## config.mk

```make
export PLATFORM = sky130hd
export DESIGN_NAME = tetrisTop
export DESIGN_NICKNAME = d
export VERILOG_FILES = /design/src/source/tetrisPkg.sv /design/src/source/buttonSync.sv /design/src/source/gravityTimer.sv /design/src/source/collisionCheck.sv /design/src/source/pieceController.sv /design/src/source/pixelLookup.sv /design/src/source/tetrisTop.sv
export SDC_FILE = /design/constraint.sdc
export NUM_CORES = 2
export LEC_CHECK = 0
export BUFFER_PORTS_ARGS = -buffer_cell sky130_fd_sc_hd__clkbuf_2
export CAP_MARGIN = 20
export CELL_PAD_IN_SITES_DETAIL_PLACEMENT = 0
export CELL_PAD_IN_SITES_GLOBAL_PLACEMENT = 1
export CORE_AREA = 2 2 235 237
export CTS_CLUSTER_DIAMETER = 30
export DETAILED_ROUTE_END_ITERATION = 10
export DIE_AREA = 0 0 237 239
export PLACE_DENSITY = 0.89
export SLEW_MARGIN = 20
export SYNTH_ARGS = -nofsm -noshare
export SYNTH_HDL_FRONTEND = slang
export SYNTH_HIERARCHICAL = 1
export SYNTH_SLANG_ARGS = --single-unit
```

## constraint.sdc

```tcl
create_clock -name clk -period 14.4 [get_ports clk]
set_clock_uncertainty 0.1 [all_clocks]
set_input_delay 1.44 -clock clk [delete_from_list [all_inputs] [get_ports clk]]
set_output_delay 1.44 -clock clk [all_outputs]
set_load 0.005 [all_outputs]
```

## src/source/tetrisPkg.sv

```systemverilog
package tetrisPkg;

    ////////////////////
    // playfield geometry

    localparam int boardCols = 10;
    localparam int boardRows = 20;

    localparam int spawnCol = 3;
    localparam int spawnRow = 0;

    ////////////////////
    // screen geometry

    // address = line * screenWidth + pixel
    localparam int screenWidth = 320;
    localparam int cellPixels = 15;

    localparam int boardLeft = 10;
    localparam int boardTop = 10;

    // 2 x 4 next-piece box
    localparam int previewLeft = 212;
    localparam int previewTop = 56;

    ////////////////////
    // types

    // bits 0..3 top row left to right, bits 4..7 bottom row
    typedef logic [7:0] shapeT;
    typedef logic [2:0] shapeIdxT;

    // bit 0 is column 0
    typedef logic [boardCols-1:0] boardRowT;
    // row 0 is the top row
    typedef boardRowT [boardRows-1:0] boardT;

    // signed so a candidate can sit one step past a wall
    typedef logic signed [4:0] colT;
    typedef logic [4:0] rowT;

    typedef logic [16:0] addrT;

    typedef struct packed {
        shapeT shape;
        rowT   row;
        colT   col;
    } pieceT;

    typedef enum logic {
        statePlay,
        stateOver
    } gameStateT;

    typedef enum logic [1:0] {
        moveNone,
        moveDown,
        moveLeft,
        moveRight
    } moveT;

    ////////////////////
    // shape table

    localparam int shapeCount = 7;

    // written msb first, so the bottom row is the left nibble
    localparam shapeT shapeTable [shapeCount] = '{
        8'b0000_1111,   // bar
        8'b0111_0010,   // T
        8'b0011_0011,   // square
        8'b0011_0110,   // S
        8'b0110_0011,   // Z
        8'b0001_0111,   // J
        8'b0111_0001    // L
    };

endpackage

```

## src/source/buttonSync.sv

```systemverilog
`timescale 1ns/100ps

module buttonSync (
    input  logic clk,
    input  logic rst_up,
    input  logic left,
    input  logic right,
    output logic leftPulse,
    output logic rightPulse
);

    // per stage: bit 0 left, bit 1 right
    logic [3:0][1:0] history;
    logic [1:0]      pulses;

    always_ff @(posedge clk) begin
        if (rst_up) begin
            history <= '0;
        end else begin
            history <= {history[2:0], {right, left}};
        end
    end

    // rising edge seen between stage 3 and stage 2
    assign pulses = history[2] & ~history[3];

    assign leftPulse = pulses[0];
    assign rightPulse = pulses[1];

    leftSingle: assert property (@(posedge clk) disable iff (rst_up)
        leftPulse |=> !leftPulse);

    rightSingle: assert property (@(posedge clk) disable iff (rst_up)
        rightPulse |=> !rightPulse);

endmodule

```

## src/source/gravityTimer.sv

```systemverilog
`timescale 1ns/100ps

module gravityTimer #(
    parameter int tickPeriod = 25_000_000
) (
    input  logic clk,
    input  logic rst_up,
    input  logic running,
    input  logic fall,
    output logic tick
);

    // room for one step past the period
    localparam int cntBits = $clog2(tickPeriod + 2);

    logic [cntBits-1:0] count;
    logic [cntBits-1:0] step;

    // holding fall doubles the rate
    assign step = count + (fall ? cntBits'(2) : cntBits'(1));

    assign tick = running && (step >= cntBits'(tickPeriod));

    always_ff @(posedge clk) begin
        if (rst_up) begin
            count <= '0;
        end else if (tick) begin
            count <= '0;
        end else if (running) begin
            count <= step;
        end
    end

    countRange: assert property (@(posedge clk) disable iff (rst_up)
        count <= cntBits'(tickPeriod));

endmodule

```

## src/source/collisionCheck.sv

```systemverilog
`timescale 1ns/100ps

module collisionCheck (
    input  tetrisPkg::pieceT candidate,
    input  tetrisPkg::boardT board,
    output logic             hit
);

    always_comb begin
        int r;
        int c;
        r = 0;
        c = 0;
        hit = 1'b0;
        for (int rr = 0; rr < 2; rr++) begin
            for (int cc = 0; cc < 4; cc++) begin
                r = int'(candidate.row) + rr;
                c = $signed(candidate.col) + cc;
                if (candidate.shape[rr * 4 + cc]) begin
                    // walls and floor first
                    if (c < 0 || c >= tetrisPkg::boardCols || r >= tetrisPkg::boardRows) begin
                        hit = 1'b1;
                    end else if (board[r][c]) begin
                        hit = 1'b1;
                    end
                end
            end
        end
    end

endmodule

```

## src/source/pieceController.sv

```systemverilog
`timescale 1ns/100ps

module pieceController (
    input  logic              clk,
    input  logic              rst_up,
    input  logic              isPause,
    input  logic              tick,
    input  logic              leftPulse,
    input  logic              rightPulse,
    output logic              running,
    output logic              isFinish,
    output tetrisPkg::boardT  settledBoard,
    output tetrisPkg::pieceT  piece,
    output tetrisPkg::shapeT  nextShape
);

    tetrisPkg::gameStateT state;
    tetrisPkg::shapeIdxT  nextIdx;
    tetrisPkg::moveT      move;
    tetrisPkg::pieceT     candidate;
    tetrisPkg::pieceT     spawnPiece;
    tetrisPkg::boardT     pieceCells;
    tetrisPkg::boardT     landedBoard;
    logic                 hit;
    logic                 spawnHit;

    // cells covered by a piece, clipped to the board
    function automatic tetrisPkg::boardT placeCells(tetrisPkg::pieceT p);
        tetrisPkg::boardT cells;
        int r;
        int c;
        cells = '0;
        for (int rr = 0; rr < 2; rr++) begin
            for (int cc = 0; cc < 4; cc++) begin
                r = int'(p.row) + rr;
                c = $signed(p.col) + cc;
                if (p.shape[rr * 4 + cc] && c >= 0 && c < tetrisPkg::boardCols
                        && r < tetrisPkg::boardRows) begin
                    cells[r][c] = 1'b1;
                end
            end
        end
        return cells;
    endfunction

    assign running = !isPause && (state == tetrisPkg::statePlay);
    assign isFinish = (state == tetrisPkg::stateOver);
    assign nextShape = tetrisPkg::shapeTable[nextIdx];

    ////////////////////
    // move select, tick wins over the buttons

    always_comb begin
        move = tetrisPkg::moveNone;
        if (running) begin
            if (tick) begin
                move = tetrisPkg::moveDown;
            end else if (leftPulse) begin
                move = tetrisPkg::moveLeft;
            end else if (rightPulse) begin
                move = tetrisPkg::moveRight;
            end
        end
    end

    always_comb begin
        candidate = piece;
        case (move)
            tetrisPkg::moveDown:  candidate.row = piece.row + 1'b1;
            tetrisPkg::moveLeft:  candidate.col = piece.col - 5'sd1;
            tetrisPkg::moveRight: candidate.col = piece.col + 5'sd1;
            default:              candidate = piece;
        endcase
    end

    collisionCheck check (
        .candidate (candidate),
        .board     (settledBoard),
        .hit       (hit)
    );

    ////////////////////
    // landing and spawn

    assign pieceCells = placeCells(piece);
    assign landedBoard = settledBoard | pieceCells;

    always_comb begin
        spawnPiece.shape = nextShape;
        spawnPiece.row = tetrisPkg::rowT'(tetrisPkg::spawnRow);
        spawnPiece.col = tetrisPkg::colT'(tetrisPkg::spawnCol);
    end

    assign spawnHit = |(placeCells(spawnPiece) & landedBoard);

    always_ff @(posedge clk) begin
        if (rst_up) begin
            state <= tetrisPkg::statePlay;
            settledBoard <= '0;
            piece.shape <= tetrisPkg::shapeTable[0];
            piece.row <= tetrisPkg::rowT'(tetrisPkg::spawnRow);
            piece.col <= tetrisPkg::colT'(tetrisPkg::spawnCol);
            nextIdx <= tetrisPkg::shapeIdxT'(1);
        end else if (move != tetrisPkg::moveNone) begin
            if (!hit) begin
                piece <= candidate;
            end else if (move == tetrisPkg::moveDown) begin
                settledBoard <= landedBoard;
                // overlapping spawn stays on screen
                piece <= spawnPiece;
                if (nextIdx == tetrisPkg::shapeIdxT'(tetrisPkg::shapeCount - 1)) begin
                    nextIdx <= '0;
                end else begin
                    nextIdx <= nextIdx + 1'b1;
                end
                if (spawnHit) begin
                    state <= tetrisPkg::stateOver;
                end
            end
        end
    end

    pieceClear: assert property (@(posedge clk) disable iff (rst_up)
        state == tetrisPkg::statePlay |-> ~|(pieceCells & settledBoard));

    finishSticky: assert property (@(posedge clk) disable iff (rst_up)
        isFinish |=> isFinish);

endmodule

```

## src/source/pixelLookup.sv

```systemverilog
`timescale 1ns/100ps

module pixelLookup (
    input  logic             clk,
    input  logic             rst_up,
    input  tetrisPkg::addrT  addr,
    input  tetrisPkg::boardT settledBoard,
    input  tetrisPkg::pieceT piece,
    input  tetrisPkg::shapeT nextShape,
    output logic             haveCube
);

    localparam int boardRight = tetrisPkg::boardLeft
        + tetrisPkg::boardCols * tetrisPkg::cellPixels;
    localparam int boardBottom = tetrisPkg::boardTop
        + tetrisPkg::boardRows * tetrisPkg::cellPixels;
    localparam int previewRight = tetrisPkg::previewLeft + 4 * tetrisPkg::cellPixels;
    localparam int previewBottom = tetrisPkg::previewTop + 2 * tetrisPkg::cellPixels;

    logic [8:0] line;
    logic [8:0] pixel;
    logic       cube;

    assign line = 9'(addr / tetrisPkg::screenWidth);
    assign pixel = 9'(addr % tetrisPkg::screenWidth);

    always_comb begin
        int cellRow;
        int cellCol;
        int pr;
        int pc;
        cellRow = 0;
        cellCol = 0;
        pr = 0;
        pc = 0;
        cube = 1'b0;
        if (pixel >= tetrisPkg::boardLeft && pixel < boardRight
                && line >= tetrisPkg::boardTop && line < boardBottom) begin
            cellCol = (int'(pixel) - tetrisPkg::boardLeft) / tetrisPkg::cellPixels;
            cellRow = (int'(line) - tetrisPkg::boardTop) / tetrisPkg::cellPixels;
            // offset of this cell inside the piece box
            pr = cellRow - int'(piece.row);
            pc = cellCol - $signed(piece.col);
            cube = settledBoard[cellRow][cellCol];
            if (pr >= 0 && pr < 2 && pc >= 0 && pc < 4) begin
                cube = cube | piece.shape[pr * 4 + pc];
            end
        end else if (pixel >= tetrisPkg::previewLeft && pixel < previewRight
                && line >= tetrisPkg::previewTop && line < previewBottom) begin
            pc = (int'(pixel) - tetrisPkg::previewLeft) / tetrisPkg::cellPixels;
            pr = (int'(line) - tetrisPkg::previewTop) / tetrisPkg::cellPixels;
            cube = nextShape[pr * 4 + pc];
        end
    end

    always_ff @(posedge clk) begin
        if (rst_up) begin
            haveCube <= 1'b0;
        end else begin
            haveCube <= cube;
        end
    end

endmodule

```

## src/source/tetrisTop.sv

```systemverilog
`timescale 1ns/100ps

module tetrisTop #(
    parameter int tickPeriod = 25_000_000
) (
    input  logic            clk,
    input  logic            rst_up,
    input  logic            left,
    input  logic            right,
    input  logic            fall,
    input  logic            isPause,
    input  tetrisPkg::addrT addr,
    output logic            isFinish,
    output logic            haveCube,
    output logic            flag
);

    logic             leftPulse;
    logic             rightPulse;
    logic             running;
    logic             tick;
    tetrisPkg::boardT settledBoard;
    tetrisPkg::pieceT piece;
    tetrisPkg::shapeT nextShape;

    // flag is high while the game runs
    assign flag = running;

    buttonSync buttons (
        .clk        (clk),
        .rst_up     (rst_up),
        .left       (left),
        .right      (right),
        .leftPulse  (leftPulse),
        .rightPulse (rightPulse)
    );

    gravityTimer #(
        .tickPeriod (tickPeriod)
    ) gravity (
        .clk     (clk),
        .rst_up  (rst_up),
        .running (running),
        .fall    (fall),
        .tick    (tick)
    );

    pieceController game (
        .clk          (clk),
        .rst_up       (rst_up),
        .isPause      (isPause),
        .tick         (tick),
        .leftPulse    (leftPulse),
        .rightPulse   (rightPulse),
        .running      (running),
        .isFinish     (isFinish),
        .settledBoard (settledBoard),
        .piece        (piece),
        .nextShape    (nextShape)
    );

    pixelLookup lookup (
        .clk          (clk),
        .rst_up       (rst_up),
        .addr         (addr),
        .settledBoard (settledBoard),
        .piece        (piece),
        .nextShape    (nextShape),
        .haveCube     (haveCube)
    );

endmodule

```

==> flow_summary.yaml <==
timing:
  finalHoldWorstSlack_ns: 0.326
  setup-tns-final_ns: 0
  hold_violations: 0
  maxSlewViolCount: 0
  relSlewSlack_pct: 21.9
  period_minus_slack_ns: 13.47
  fmax_mhz: 74.2
  setup_viol: 0
  rsz0062_at_grt: "false"
  period_share_pct: 93.5
  tightest_slew_ns: 1.16
placed_design:
  place_hpwl_um: 71400
  place.port_buffers: 25
  dpl_cell_area_sq_mm: 0.0270
  gp_congestion: 1.03
hold_path:
  hold_class: "flop to flop"
  min_path_cells: 1
  min_from: "buttons/history[2]"
  min_to: "buttons/history[4]"
layout:
  drive_above_1_share_pct: 12.9
  fin_nets: 3423
  multiInputGateArea_sq_mm: 0.0200
  regArea_sq_mm: 0.00510
  n_fill_cell: 5080
  synthToLayoutAreaGrowth_pct: 8.02
  fin_area_sq_mm: 0.0290
  final_util_pct: 53.3
floorplanning:
  rows: 86
  core_sq_mm: 0.0543
  ios: 26
  fp.dieW_um: 237
  die_h_um: 239
  initial_core_util_pct: 49.4
  die-area_sq_mm: 0.0566
clock_tree:
  cts_setup_buffers: 0
  h-tree-depth: 2
  cts_root_buffer: "clkbuf_16"
  cts_tree: "built"
  clk_pin_slew_ns: 0.05
  numCtsBuffers: 53
  clk_latency_ns: 0.62
  cts_num_sinks: 255
  cts.path.max_buffers: 3
power_and_ir_drop:
  power.internal_mw: 2.24
  peakVddDrop_mv: 0.193
  seqPwrFrac_pct: 18.3
  p_sw_mw: 1.64
  p_clk_share_pct: 33.8
  combPwrFrac_pct: 47.8
  swShare_pct: 42.2
  p_per_area_mw_per_mm2: 134
  power.total_mw: 3.88
  p_leak_nw: 10.6
yosys:
  synthArstFlopShare_pct: 0
  yosys.cell_types.count: 132
  seq_area_frac_synth_pct: 19.0
  yosysTopAreaCell: "dfxtp_1"
  yosys-top-cells-count: "nor2_1 (400), nand2_1 (313), dfxtp_1 (255)"
  synth_area_sq_mm: 0.0268
  synthTopCellsByArea: "dfxtp_1 (19%), mux4_2 (9.1%), nor2_1 (5.6%), ha_1 (4.6%), nand2_1 (4.4%)"
  yosys_warnings: 6
  syn_area_per_cell_sq_um: 7.83
  syn_inst: 3426
  synth_most_common_cell: "nor2_1"
  yosys_register_bits: 255
  synth_ff_type: "dfxtp_1"
  synth_edf_count: 0
  synth_top_area_share_pct: 19.0
setup_path:
  cp_slowest_cell: "or4_4"
  r2r_start: "gravity/count[0]"
  cpPeakStageDelay_ns: 0.66
  reg2regPathDepth: 27
  end_kind: "flop"
  r2r_end: "game/settledBoard[8]"
  reg2reg_slack_ns: 3.70
  crit_type: "input pin to flop"
  cpMostUsedCell: "ha_1"
  cp_max_fo: 44
  required_ns: 14.80
  cp.arrival_ns: 13.87
  start_kind: "input pin"
route:
  dr.pass1.iters: 8
  drtAntennaViolNets: 0
  wl_um: 101000
  drt_iter0_drc: 3775
  num_vias: 29000
  via_per_inst: 7.17
  drc: 0
  wl_per_cell_um: 25.0
global_route:
  grt_antenna_before_repair: 4
  grt_max_degree: 99
  grt_pass1_wl_um: 155000
  grt_pass1_vias: 27100
  overflow: 0
  grt_usage_pct: 34.3
flow_run:
  cap_violations: 0
run_status:
  status: "completed"
[cell type report]
type / instances / area share [%]
clock buffer: 61 / 4.78
inverter: 132 / 1.73
timing repair buffer: 75 / 1.79
antenna: 1 / 0.00864
multi-input combinational: 2780 / 69.1
tap: 704 / 3.04
clock inverter: 38 / 1.89
sequential: 255 / 17.6
[repair_timing]
item / 4_1_cts / 5_1_grt
hold buffers: 0 / 0
endpoints found under the hold margin: 0 / 0
gates resized for setup: 0 / 10
endpoints found under the setup margin: 0 / 1
[metal layers]
layer,track usage [%],up-vias,part of all wire (%)
met1,42.3,13800,38
met2,55.1,1841,45
met4,19.9,6,6.4
li1,-,12800,-
met3,7.85,469,11
met5,0,-,0.038
[worst max-delay path by stage]
stage / cells past startpoint / endpoint / from / slack [ns]
6_report: 51 / lookup/haveCube / addr[15] / 0.93
3_5_place_dp: 53 / lookup/haveCube / addr[14] / 0.25
4_1_cts: 52 / lookup/haveCube / addr[14] / 0.81
5_1_grt: 51 / lookup/haveCube / addr[15] / 0.01
3_3_place_gp: 54 / lookup/haveCube / addr[16] / 0.57
2_1_floorplan: 56 / lookup/haveCube / addr[16] / 1.52
[cells in the final DEF (no fill, tap or decap), types with 20 or more instances in the layout]
cell       instances
inv_1            117
a22oi_1           37
clkbuf_2          21
nor3_1            58
o21ai_0          113
o21a_1            23
a221oi_1         111
nor2_1           399
clkbuf_16         53
a21o_1            31
mux2_2            21
nand2_1          312
o211ai_1          22
and2_1            28
a31oi_1           68
nand4_1           36
mux2i_1          117
and3_1            51
o22ai_1          126
ha_1              98
dfxtp_1          255
buf_4             49
xor2_1            32
a21oi_1          226
xnor2_1           70
nor2b_1           48
nor4_1            23
nand3_1          106
a32oi_1           39
a211oi_1          31
or3_1             20
mux4_2           108
[state kept, by name (all words and copies together) (netlist names)]
name               count
game/settledBoard    200
gravity/count         25
game/piece            17
buttons/history        8
game/nextIdx           3
game/isFinish          1
lookup/haveCube        1
[power groups by stage]
stage | clock network, mW | registers (mW) | logic, mW
2_1_floorplan | 0 | 0.725 | 1.34
3_3_place_gp | 0 | 0.726 | 1.76
3_5_place_dp | 0 | 0.726 | 1.79
4_1_cts | 1.32 | 0.712 | 1.80
5_1_grt | 1.35 | 0.711 | 1.98
6_report | 1.31 | 0.712 | 1.86
[through the flow]
step	instances	setup WS, ns
after detailed placement	3946	0.255
after CTS	4045	0.809
after floorplan	3430	1.52
after global placement	3945	0.571
after global routing	4045	0.0105
final	4046	0.932
[logic make-up (layout without fill, tap and decap cells)]
| kind of cell | after synthesis | in the layout | synth area share [%] |
|---|---|---|---|
| AO/OA/AOI/OAI | 1097 | 1097 | 29.2 |
| XOR/XNOR | 107 | 107 | 3.49 |
| adder cells (fa/ha/maj) | 104 | 104 | 4.95 |
| buffers and inverters | 395 | 306 | 6.82 |
| flip-flops | 255 | 255 | 19.0 |
| multiplexers | 248 | 248 | 14.4 |
| other | 1 | 6 | 0.0140 |
| AND/OR/NAND/NOR | 1219 | 1219 | 22.1 |
[critical path: cells and delay by family]
kind                     cells  cell delay, ns
buffers and inverters        5            1.13
AND/OR/NAND/NOR             18            4.40
XOR/XNOR                     4            0.86
AO/OA/AOI/OAI               19            4.57
adder cells (fa/ha/maj)      5            1.40
(Power assumes the default switching activity.)
